==> config.mk <==
export PLATFORM = sky130hd
export DESIGN_NAME = div_top
export DESIGN_NICKNAME = d
export VERILOG_FILES = /design/src/rtl/div_pkg.sv /design/src/rtl/div_ctrl.sv /design/src/rtl/div_datapath.sv /design/src/rtl/div_top.sv /design/src/rtl/lead_one_detect.sv
export SDC_FILE = /design/constraint.sdc
export NUM_CORES = 1
export LEC_CHECK = 0
export BUFFER_PORTS_ARGS = -buffer_cell sky130_fd_sc_hd__buf_2
export CORE_AREA = 2 2 131 184
export CTS_CLUSTER_DIAMETER = 40
export DETAILED_ROUTE_END_ITERATION = 10
export DIE_AREA = 0 0 133 186
export GPL_TIMING_DRIVEN = 0
export PLACE_DENSITY = 0.83
export SYNTH_ARGS = -nofsm -noshare
export SYNTH_HDL_FRONTEND = slang
export SYNTH_SLANG_ARGS = --single-unit
==> constraint.sdc <==
create_clock -name clock -period 5.2 [get_ports clock]
set_clock_uncertainty 0.15 [all_clocks]
set_input_delay 1.3 -clock clock [delete_from_list [all_inputs] [get_ports clock]]
set_output_delay 1.3 -clock clock [all_outputs]
set_load 0.05 [all_outputs]
==> src/rtl/div_pkg.sv <==
`default_nettype none

package div_pkg;

  localparam int DATA_W = 32; // operand and result width
  localparam int IDX_W  = 5;  // enough to index any bit of a DATA_W word

  typedef logic signed [DATA_W-1:0] data_t; // two's-complement operand
  typedef logic [DATA_W-1:0]        mag_t;  // unsigned magnitude, holds 2**31
  typedef logic [IDX_W-1:0]         idx_t;  // bit position

  // request payload, 64 bits
  typedef struct packed {
    data_t dividend;
    data_t divisor;
  } div_req_t;

  // response payload, 65 bits
  typedef struct packed {
    data_t quotient;    // truncated toward zero
    data_t remainder;   // sign follows the dividend
    logic  div_by_zero; // quotient 0, remainder = dividend
  } div_rsp_t;

  // controller states
  typedef enum logic [1:0] {
    IDLE = 2'd0, // waiting for a request
    LOAD = 2'd1, // operands just latched
    CALC = 2'd2, // one quotient bit per clock
    DONE = 2'd3  // result held until taken
  } ctrl_state_t;

endpackage

`default_nettype wire

==> src/rtl/div_ctrl.sv <==
`timescale 1ns/1ps
`default_nettype none

module div_ctrl (
  input  logic clock,
  input  logic nreset,
  input  logic in_valid_i,
  output logic in_ready_o,
  output logic out_valid_o,
  input  logic out_ready_i,
  input  logic skip_i,  // zero operand, no iteration needed
  input  logic last_i,  // current step is bit zero
  output logic load_o,  // latch operands this edge
  output logic step_o   // one quotient bit this edge
);
  import div_pkg::*;

  ctrl_state_t state_q;
  ctrl_state_t state_d;

  always_comb
  begin
    state_d = state_q; // hold by default
    case (state_q)
      IDLE:
      begin
        if (in_valid_i)
        begin
          state_d = LOAD; // request taken
        end
      end
      LOAD:
      begin
        state_d = skip_i ? DONE : CALC; // result already known on skip
      end
      CALC:
      begin
        if (last_i)
        begin
          state_d = DONE;
        end
      end
      DONE:
      begin
        if (out_ready_i)
        begin
          state_d = IDLE; // response consumed
        end
      end
      default:
      begin
        state_d = IDLE;
      end
    endcase
  end

  always_ff @(posedge clock or negedge nreset)
  begin
    if (!nreset)
    begin
      state_q <= IDLE;
    end
    else
    begin
      state_q <= state_d;
    end
  end

  assign in_ready_o  = (state_q == IDLE);
  assign out_valid_o = (state_q == DONE); // held while back-pressured
  assign load_o      = (state_q == IDLE) && in_valid_i; // input handshake
  assign step_o      = (state_q == CALC);

  // response may not be withdrawn before it is taken
  a_valid_hold: assert property (
    @(posedge clock) disable iff (!nreset) out_valid_o && !out_ready_i |=> out_valid_o
  ) else $error("out_valid dropped without handshake");

  // single item in flight
  a_one_in_flight: assert property (
    @(posedge clock) disable iff (!nreset) !(in_ready_o && out_valid_o)
  ) else $error("ready for input while a result waits");

endmodule

`default_nettype wire

==> src/rtl/div_datapath.sv <==
`timescale 1ns/1ps
`default_nettype none

module div_datapath (
  input  logic              clock,
  input  logic              nreset,
  input  div_pkg::div_req_t req_i,
  input  logic              load_i, // capture operands
  input  logic              step_i, // retire one quotient bit
  output logic              skip_o, // nothing to iterate
  output logic              last_o, // this step handles bit zero
  output div_pkg::div_rsp_t rsp_o
);
  import div_pkg::*;

  mag_t              a_mag_d;    // dividend magnitude from the request
  mag_t              b_mag_d;    // divisor magnitude from the request
  logic              lead_found;
  idx_t              lead_idx;
  mag_t              a_mag_q;
  mag_t              b_mag_q;
  mag_t              rem_q;      // partial remainder
  mag_t              quo_q;      // quotient magnitude
  logic              a_neg_q;
  logic              b_neg_q;
  logic              dbz_q;      // divisor was zero
  idx_t              idx_q;      // next dividend bit to bring down
  logic [DATA_W:0]   shifted;    // remainder with the next bit appended
  logic [DATA_W+1:0] trial;      // shifted minus divisor, top bit is borrow
  logic              sub_ok;
  mag_t              rem_mag;

  // absolute values, -(-2**31) wraps to 2**31 which fits as unsigned
  always_comb
  begin
    a_mag_d = req_i.dividend[DATA_W-1] ? mag_t'(-req_i.dividend) : mag_t'(req_i.dividend);
    b_mag_d = req_i.divisor[DATA_W-1] ? mag_t'(-req_i.divisor) : mag_t'(req_i.divisor);
  end

  lead_one_detect u_lead (
    .vec_i   (a_mag_d),
    .found_o (lead_found),
    .idx_o   (lead_idx)
  );

  // one restoring-division step
  always_comb
  begin
    shifted = {rem_q, a_mag_q[idx_q]};            // bring down next bit
    trial   = {1'b0, shifted} - {2'b00, b_mag_q};
    sub_ok  = ~trial[DATA_W+1];                   // non-negative result
  end

  always_ff @(posedge clock or negedge nreset)
  begin
    if (!nreset)
    begin
      a_neg_q <= 1'b0;
      b_neg_q <= 1'b0;
      dbz_q   <= 1'b0;
      idx_q   <= '0;
    end
    else if (load_i)
    begin
      a_neg_q <= req_i.dividend[DATA_W-1];
      b_neg_q <= req_i.divisor[DATA_W-1];
      dbz_q   <= (req_i.divisor == '0);
      idx_q   <= lead_found ? lead_idx : '0; // skip leading zeros
    end
    else if (step_i)
    begin
      idx_q   <= idx_q - 1'b1;
    end
  end

  always_ff @(posedge clock)
  begin
    if (load_i)
    begin
      a_mag_q <= a_mag_d;
      b_mag_q <= b_mag_d;
      rem_q   <= '0;
      quo_q   <= '0; // bits above the start index stay zero
    end
    else if (step_i)
    begin
      rem_q        <= sub_ok ? trial[DATA_W-1:0] : shifted[DATA_W-1:0];
      quo_q[idx_q] <= sub_ok;
    end
  end

  assign skip_o = dbz_q | (a_mag_q == '0); // zero divisor or zero dividend
  assign last_o = (idx_q == '0);

  // sign fixup, q sign is xor of signs, r sign is the dividend's
  always_comb
  begin
    rem_mag = dbz_q ? a_mag_q : rem_q; // divide by zero hands back the dividend
    rsp_o.quotient = '0;
    if (!dbz_q)
    begin
      rsp_o.quotient = (a_neg_q ^ b_neg_q) ? -data_t'(quo_q) : data_t'(quo_q);
    end
    rsp_o.remainder   = a_neg_q ? -data_t'(rem_mag) : data_t'(rem_mag);
    rsp_o.div_by_zero = dbz_q;
  end

  // controller must stop stepping once bit zero is retired
  a_no_step_past_zero: assert property (
    @(posedge clock) disable iff (!nreset) step_i && last_o |=> !step_i
  ) else $error("step issued after the last quotient bit");

  a_load_step_excl: assert property (
    @(posedge clock) disable iff (!nreset) !(load_i && step_i)
  ) else $error("load and step in the same cycle");

endmodule

`default_nettype wire

==> src/rtl/div_top.sv <==
`timescale 1ns/1ps
`default_nettype none

module div_top (
  input  logic              clock,
  input  logic              nreset,
  input  div_pkg::div_req_t req_i,
  input  logic              in_valid_i,
  output logic              in_ready_o,
  output div_pkg::div_rsp_t rsp_o,
  output logic              out_valid_o,
  input  logic              out_ready_i
);

  logic load;  // ctrl to datapath
  logic step;
  logic skip;  // datapath to ctrl
  logic last;

  div_ctrl u_ctrl (
    .clock       (clock),
    .nreset      (nreset),
    .in_valid_i  (in_valid_i),
    .in_ready_o  (in_ready_o),
    .out_valid_o (out_valid_o),
    .out_ready_i (out_ready_i),
    .skip_i      (skip),
    .last_i      (last),
    .load_o      (load),
    .step_o      (step)
  );

  div_datapath u_datapath (
    .clock  (clock),
    .nreset (nreset),
    .req_i  (req_i),
    .load_i (load),
    .step_i (step),
    .skip_o (skip),
    .last_o (last),
    .rsp_o  (rsp_o)
  );

endmodule

`default_nettype wire

==> src/rtl/lead_one_detect.sv <==
`timescale 1ns/1ps
`default_nettype none

module lead_one_detect (
  input  div_pkg::mag_t vec_i,   // dividend magnitude
  output logic          found_o, // any bit set
  output div_pkg::idx_t idx_o    // position of top set bit
);
  import div_pkg::*;

  // priority encoder, the highest set bit wins
  always_comb
  begin
    idx_o = '0;
    for (int i = 0; i < DATA_W; i++)
    begin
      if (vec_i[i])
      begin
        idx_o = idx_t'(i); // later (higher) hits override lower ones
      end
    end
  end

  assign found_o = |vec_i; // low only for a zero magnitude

endmodule

`default_nettype wire

==> results of run 1 <==
-- per-stage QoR --
step	utilization	hold WS (ns)	TNS, ns
2_1_floorplan	-	0.324	-0.0409
5_1_grt	0.585	0.406	-0.0273
4_1_cts	0.577	0.378	0
6_report	0.585	0.380	0
3_3_place_gp	0.541	0.359	-76.41
3_5_place_dp	0.542	0.369	-46.68
-- worst max-delay path, delay by kind of cell, from the launching register on --
family,cells,cell delay (ns)
simple gates,6,1.23
buf+inv,4,0.66
compound gates,3,0.49
flops,1,0.46
fa+ha+maj,1,0.20
xor+xnor,1,0.17
-- worst paths after layout --
check	slack, ns	cells past startpoint	end
worst max-delay path	0.08	15	rsp_o[31]
worst min-delay path	0.38	2	u_datapath.quo_q[31]
worst max register to register	0.29	16	u_datapath.rem_q[30]
worst min register to register	0.38	2	u_datapath.quo_q[31]
max in group asynchronous	4.08	1	u_datapath.dbz_q
min in group asynchronous	0.58	1	u_ctrl.state_q[1]
-- area by class of cell --
| type | count | area [um^2] | area share |
|---|---|---|---|
| timing repair buffer | 141 | 800 | 0.0593 |
| multi-input combinational | 1110 | 7540 | 0.559 |
| buffer | 81 | 402 | 0.0298 |
| tap | 306 | 383 | 0.0284 |
| sequential | 138 | 3450 | 0.256 |
| clock inverter | 14 | 164 | 0.0122 |
| clock buffer | 18 | 450 | 0.0334 |
| inverter | 78 | 293 | 0.0217 |
-- layout by cell type (no fill, tap or decap), types with 24 or more instances in the layout --
master / n
sky130_fd_sc_hd__nor2_1: 165
sky130_fd_sc_hd__buf_2: 127
sky130_fd_sc_hd__nand2_1: 118
sky130_fd_sc_hd__o21ai_0: 97
sky130_fd_sc_hd__xnor2_1: 84
sky130_fd_sc_hd__inv_1: 78
sky130_fd_sc_hd__edfxtp_1: 64
sky130_fd_sc_hd__dfxtp_1: 64
sky130_fd_sc_hd__a21oi_1: 60
sky130_fd_sc_hd__clkbuf_1: 58
sky130_fd_sc_hd__xor2_1: 46
sky130_fd_sc_hd__a211oi_1: 46
sky130_fd_sc_hd__ha_1: 45
sky130_fd_sc_hd__nor3_1: 32
sky130_fd_sc_hd__a31oi_1: 32
sky130_fd_sc_hd__nand3_1: 28
sky130_fd_sc_hd__mux2i_1: 28
sky130_fd_sc_hd__nor4_1: 27
sky130_fd_sc_hd__o31ai_1: 24
-- state kept, by name, summed over array words and instances, names as in the netlist --
register,count
u_datapath.dbz_q,1
u_datapath.a_mag_q,32
u_datapath.a_neg_q,1
u_datapath.b_mag_q,32
u_datapath.quo_q,32
u_ctrl.state_q,2
u_datapath.idx_q,5
u_datapath.b_neg_q,1
u_datapath.rem_q,32
-- power by group --
| part | internal [W] | switching [W] |
|---|---|---|
| logic | 0.00205 | 0.00465 |
| clock network | 0.000716 | 0.000550 |
| registers | 0.00149 | 0.000392 |
| total | 0.00426 | 0.00559 |
-- per-layer routing --
metal,track usage,vias to the layer above
met5,0,-
met4,0.174,0
met3,0.0444,180
met2,0.498,623
met1,0.304,5537
li1,-,5482
-- cell families (layout without fill, tap and decap cells) --
logic type | Yosys count | in the layout | synth area share
DFF | 138 | 138 | 0.302
AOI/OAI and AO/OA | 364 | 364 | 0.208
adders and majority gates | 47 | 47 | 0.0522
buffers and inverters | 161 | 332 | 0.0546
muxes | 48 | 48 | 0.0521
xor gates and xnor gates | 134 | 134 | 0.103
and+or+nand+nor | 517 | 517 | 0.228
-- what timing repair did --
action	in CTS	in global routing
setup buffers	8	10
endpoints found under the hold margin	0	0
pin swaps	3	6
gates resized for setup	34	27
endpoints found under the setup margin	86	77
cloned	0	1
==> impl_summary.log, run 1 <==
INFO  metric r2r-start = u_datapath.idx_q[1]
INFO  metric floorplan.die_area = 0.0247 mm^2
INFO  metric synth.lib_cells_used.distinct = 76
INFO  metric detailedPlacementHpwl = 26,400 um
INFO  metric synth_edf_count = 64
INFO  metric synthTopCellsByArea = sky130_fd_sc_hd__edfxtp_1 17%, sky130_fd_sc_hd__dfxtp_1 11%, sky130_fd_sc_hd__xnor2_1 6.4%, sky130_fd_sc_hd__nor2_1 5.4%, sky130_fd_sc_hd__ha_1 5.0%
INFO  metric number_of_antenna_violations_at_the_first_check_in_global_routing = 1
INFO  metric synth_cells = 1,409
INFO  metric maxSlewViolCount = 0
INFO  metric arrival = 3.67 ns
INFO  metric drt_first_pass_iters = 8
INFO  metric cts_root_buf = sky130_fd_sc_hd__clkbuf_16
INFO  metric power.static_leakage = 5.20 nW
INFO  metric cts.path.max_buffers = 2
INFO  metric fmaxAchievable = 195 MHz
INFO  metric holdCritStartpoint = u_datapath.quo_q[31]
INFO  metric critPathMaxStageDelay = 0.46 ns
INFO  metric pin_count_of_the_biggest_net_entering_global_routing = 39
INFO  metric floorplan.die.height = 186 um
INFO  metric startpoint_type = register
INFO  metric yosysMostFrequentCell = sky130_fd_sc_hd__nor2_1
INFO  metric worst_setup_hold_path_clk_slew = 0.07 ns
INFO  metric power.ir.vdd_worst = 0.871 mV
INFO  metric start_util = 0.496
INFO  metric gp_congestion = 0.928
INFO  metric startpoint = u_datapath.dbz_q
INFO  metric timing.critical_path.required = 3.75 ns
INFO  metric critical_path_peak_fanout = 10
INFO  metric finish.instance_area = 0.0135 mm^2
INFO  metric worst_path_max_delay_cell = sky130_fd_sc_hd__dfrtp_2
INFO  metric insertion_delay = 0.44 ns
INFO  metric areaGrowthSynthToFinish = 18.1%
INFO  metric maxSlewHeadroom = 0.408
INFO  metric critical_path.cell_chain = clkbuf_16 > buf_16 > clkbuf_16 > nand2_1 > o21a_1 > ha_2 > o21ai_2 > nor4_4 > nand2_2 > or3_4 > nor2_1 > nand2_2 > o21ai_4 > xor2_4 > buf_6
INFO  metric period_minus_slack = 5.12 ns
INFO  metric top_layer_used = met4
INFO  metric vias_after_detailed_routing = 11,800
INFO  metric core.rowCount = 66
INFO  metric mapped_nets = 1,524
INFO  metric ys_dominant_reg_cell = sky130_fd_sc_hd__edfxtp_1
INFO  metric port_buffer_cells = 121
INFO  metric fillCellCount = 2,003
INFO  metric cts_max_level = 4
INFO  metric post_route_cells_drive_above_1_share = 0.162
INFO  metric layout_setup_ws = 0.0777 ns
INFO  metric design_power_total = 0.00984 W
INFO  metric clock_tree_from_tritoncts = yes
INFO  metric route.detailed.wl_per_inst = 18.6 um
INFO  metric ys_ff_latch = 138
INFO  metric run_status = finished clean
INFO  metric route.met2.wl = 17,400 um
INFO  metric synth.largest_area_cell = sky130_fd_sc_hd__edfxtp_1
INFO  metric antenna_cells_inserted = 0
INFO  metric grt_pass1_vias = 11,200
INFO  metric post-route-period-util = 0.985
INFO  metric drt-met1-wl = 13,000 um
INFO  metric count_of_hold_fix_buffers_inserted_at_cts = 0
INFO  metric detail_route.wirelength = 35,000 um
INFO  metric placedInstanceArea = 0.0125 mm^2
INFO  metric grt_overflow_total = 0
INFO  metric synthesis.area = 0.0114 mm^2
INFO  metric critPathCaptureType = output port
INFO  metric fin_cells = 1,886
INFO  metric final-hold-violation-count = 0
INFO  metric timing.final.setup_violations = 0
INFO  metric tritoncts.num_buffers = 17
INFO  metric detail_route.vias_per_cell = 6.27
INFO  metric dp_slack = -1.18 ns
INFO  metric placedCellCount = 1,837
INFO  metric drv_cap = 0
INFO  metric async_flop_share = 0.0725
INFO  metric power-per-cell-area = 730 mW/mm^2
INFO  metric die_w = 133 um
INFO  metric min_path_type = reg2reg
INFO  metric fin_nets = 1,682
INFO  metric max_slew.worst_pin.slew = 0.876 ns
INFO  metric grt_util_all_layers = 0.277
INFO  metric drc = 0
INFO  metric netlist.area_leader.share = 0.168
INFO  metric top_level_ports = 135
INFO  metric first_pass_grt_wire_length = 54,900 um
INFO  metric ys_seq_area_frac = 0.302
INFO  metric synth_top_cells_by_count = 165 x sky130_fd_sc_hd__nor2_1, 120 x sky130_fd_sc_hd__nand2_1, 104 x sky130_fd_sc_hd__o21ai_0
INFO  metric critical_path_class = reg2out
INFO  metric initialDrtViolationCount = 1,128
INFO  metric cts.sink_count = 138
INFO  metric wl_met3 = 2530 um
INFO  metric core = 0.0230 mm^2
INFO  metric postRouteAntennaNets = 0
INFO  metric yosys_warnings = 0
INFO  metric synthesis.area_per_instance = 8.10 um^2
No activity file was read; power rests on OpenSTA's default activity.
==> inputs of run 2 (changes only) <==
--- a/config.mk
+++ b/config.mk
@@ -6,12 +6,14 @@
 export NUM_CORES = 1
 export LEC_CHECK = 0
 export BUFFER_PORTS_ARGS = -buffer_cell sky130_fd_sc_hd__buf_2
-export CORE_AREA = 2 2 131 184
+export CELL_PAD_IN_SITES_DETAIL_PLACEMENT = 0
+export CELL_PAD_IN_SITES_GLOBAL_PLACEMENT = 1
+export CORE_AREA = 2 2 145 203
 export CTS_CLUSTER_DIAMETER = 40
 export DETAILED_ROUTE_END_ITERATION = 10
-export DIE_AREA = 0 0 133 186
+export DIE_AREA = 0 0 147 205
 export GPL_TIMING_DRIVEN = 0
-export PLACE_DENSITY = 0.83
+export PLACE_DENSITY = 0.89
 export SYNTH_ARGS = -nofsm -noshare
 export SYNTH_HDL_FRONTEND = slang
 export SYNTH_SLANG_ARGS = --single-unit
==> run 2 against run 1 <==
Net effect:
- first-iteration DRC count decreased by 23%
- global-route usage decreased by 4.9 points
- critical path type unchanged
- register-to-register slack improved by 0.03 ns
- largest cell class unchanged
==> impl_summary.log, run 2 (same netlist as run 1, synthesis figures left out) <==
INFO  metric run_status = finished clean
INFO  metric antenna_cells_inserted = 0
INFO  metric max_slew.worst_pin.slew = 1.02 ns
INFO  metric power.ir.vdd_worst = 0.600 mV
INFO  metric postRouteAntennaNets = 0
INFO  metric route.detailed.wl_per_inst = 17.9 um
INFO  metric floorplan.die_area = 0.0301 mm^2
INFO  metric post-route-period-util = 0.968
INFO  metric drt_first_pass_iters = 5
INFO  metric dp_slack = -1.17 ns
INFO  metric die_w = 147 um
INFO  metric grt_overflow_total = 0
INFO  metric layout_setup_ws = 0.165 ns
INFO  metric vias_after_detailed_routing = 11,200
INFO  metric clock_tree_from_tritoncts = yes
INFO  metric core = 0.0283 mm^2
INFO  metric cp_num_buf_inv = 5
INFO  metric tritoncts.num_buffers = 17
INFO  metric number_of_antenna_violations_at_the_first_check_in_global_routing = 0
INFO  metric critPathCapture = rsp_o[31]
INFO  metric start_util = 0.403
INFO  metric whs_path_depth = 2
INFO  metric detail_route.vias_per_cell = 5.73
INFO  metric cts.path.max_buffers = 2
INFO  metric cts.sink_count = 138
INFO  metric port_buffer_cells = 121
INFO  metric core.rowCount = 73
INFO  metric maxSlewHeadroom = 0.312
INFO  metric utilization = 0.472
INFO  metric arrival = 3.59 ns
INFO  metric gp_congestion = 0.935
INFO  metric fin_nets = 1,673
INFO  metric startpoint_type = register
INFO  metric critical_path_peak_fanout = 10
INFO  metric maxSlewViolCount = 0
INFO  metric setup.reg_to_reg.worst_slack = 0.32 ns
INFO  metric startpoint = u_datapath.dbz_q
INFO  metric critPathMaxStageDelay = 0.39 ns
INFO  metric timing.final.setup_violations = 0
INFO  metric cts_root_buf = sky130_fd_sc_hd__clkbuf_16
INFO  metric period_minus_slack = 5.04 ns
INFO  metric drc = 0
INFO  metric pin_count_of_the_biggest_net_entering_global_routing = 39
INFO  metric min_path_type = reg2reg
INFO  metric crit_cells = 15
INFO  metric final_common_cell = sky130_fd_sc_hd__nor2_1
INFO  metric first_pass_grt_wire_length = 54,700 um
INFO  metric floorplan.die.height = 205 um
INFO  metric drv_cap = 0
INFO  metric r2r-start = u_datapath.idx_q[2]
INFO  metric worst_path_max_delay_cell = sky130_fd_sc_hd__dfrtp_2
INFO  metric critPathCaptureType = output port
INFO  metric fmaxAchievable = 199 MHz
INFO  metric insertion_delay = 0.44 ns
INFO  metric most-common-layout-cells = 165 x sky130_fd_sc_hd__nor2_1, 125 x sky130_fd_sc_hd__buf_2, 120 x sky130_fd_sc_hd__nand2_1, 97 x sky130_fd_sc_hd__o21ai_0, 84 x sky130_fd_sc_hd__xnor2_1
INFO  metric cts_max_level = 4
INFO  metric critical_path.reg2reg.endpoint = u_datapath.rem_q[30]
INFO  metric worst_path_dominant_cell_family = simple AND/OR/NAND/NOR gates
INFO  metric critical_path.cell_chain = clkbuf_8 > buf_6 > buf_12 > clkbuf_16 > mux2i_4 > ha_2 > o21ai_2 > nor4_4 > nand2_1 > or3_4 > nor2_1 > nand2_1 > o21ai_2 > xor2_4 > buf_6
INFO  metric top_level_ports = 135
INFO  metric grt_pass1_vias = 10,400
INFO  metric critical_path_class = reg2out
INFO  metric areaGrowthSynthToFinish = 17.0%
INFO  metric r2r.worst_path.cells = 15
INFO  metric timing.critical_path.required = 3.75 ns
INFO  metric detail_route.wirelength = 34,900 um
INFO  metric power.static_leakage = 5.07 nW
INFO  metric detailedPlacementHpwl = 27,500 um
INFO  metric initialDrtViolationCount = 869
INFO  metric power-per-cell-area = 720 mW/mm^2
INFO  metric post_route_cells_drive_above_1_share = 0.153
INFO  metric final-hold-violation-count = 0
INFO  metric worst_setup_hold_path_clk_slew = 0.07 ns
INFO  metric grt_util_all_layers = 0.228
-- run 2: worst min-delay path by stage --
| stage | start | endpoint | slack (ns) |
|---|---|---|---|
| final | u_datapath.quo_q[31] | u_datapath.quo_q[31] | 0.39 |
| after CTS | u_datapath.quo_q[31] | u_datapath.quo_q[31] | 0.38 |
| after global routing | u_datapath.quo_q[30] | u_datapath.quo_q[30] | 0.41 |
| after floorplan | u_datapath.rem_q[14] | u_datapath.rem_q[15] | 0.32 |
| after global placement | u_datapath.quo_q[31] | u_datapath.quo_q[31] | 0.36 |
| after detailed placement | u_datapath.quo_q[31] | u_datapath.quo_q[31] | 0.37 |
-- run 2: cell type report --
cell class,instances,area [um^2]
plain buffers,81,389
clock buffers,19,433
clock inverters,13,96.3
fillers,2819,15000
inverters,78,293
multi-input cells,1110,7510
flip-flops and latches,138,3450
well taps,375,469
repair buffers,132,716
-- run 2: metrics by stage --
stage	TNS (ns)	instance area (um^2)	power (W)	hold slack [ns]	std cells
final	0	13400	0.00962	0.387	1946
after global routing	-0.00886	13400	0.0102	0.407	1946
after CTS	-0.0927	13200	0.00952	0.381	1938
after detailed placement	-49.20	12600	0.00832	0.372	1906
after global placement	-84.81	12600	0.00826	0.360	1905
after floorplan	-0.0409	11500	0.00674	0.324	1409
-- run 2: routing by layer --
layer / part of all wire / track usage / up-vias
met1: 0.41 / 0.273 / 5267
met2: 0.52 / 0.418 / 349
met4: 0.030 / 0.0845 / 0
met5: 0 / 0 / -
met3: 0.046 / 0.0272 / 72
li1: - / - / 5462
-- run 2: worst min-delay path: stages (launching register included) --
cell and delay (ns):
sky130_fd_sc_hd__dfxtp_1 0.33, sky130_fd_sc_hd__nor2_1 0.11, sky130_fd_sc_hd__a211oi_1 0.05
-- run 2: timing repair --
action                                  CTS  global route
hold buffers                              0             0
gates resized for setup                  33            20
buffers inserted                          2             8
hold endpoints to repair                  0             0
endpoints found under the setup margin   89            77
pin swaps                                 3             5
-- run 2: report_power, final --
| part | internal (W) | total (W) | switching, W | leakage [nW] |
|---|---|---|---|---|
| registers | 0.00149 | 0.00188 | 0.000394 | 1.23 |
| logic | 0.00206 | 0.00663 | 0.00458 | 3.60 |
| clock network | 0.000610 | 0.00110 | 0.000492 | 0.242 |
| total | 0.00415 | 0.00962 | 0.00546 | 5.07 |
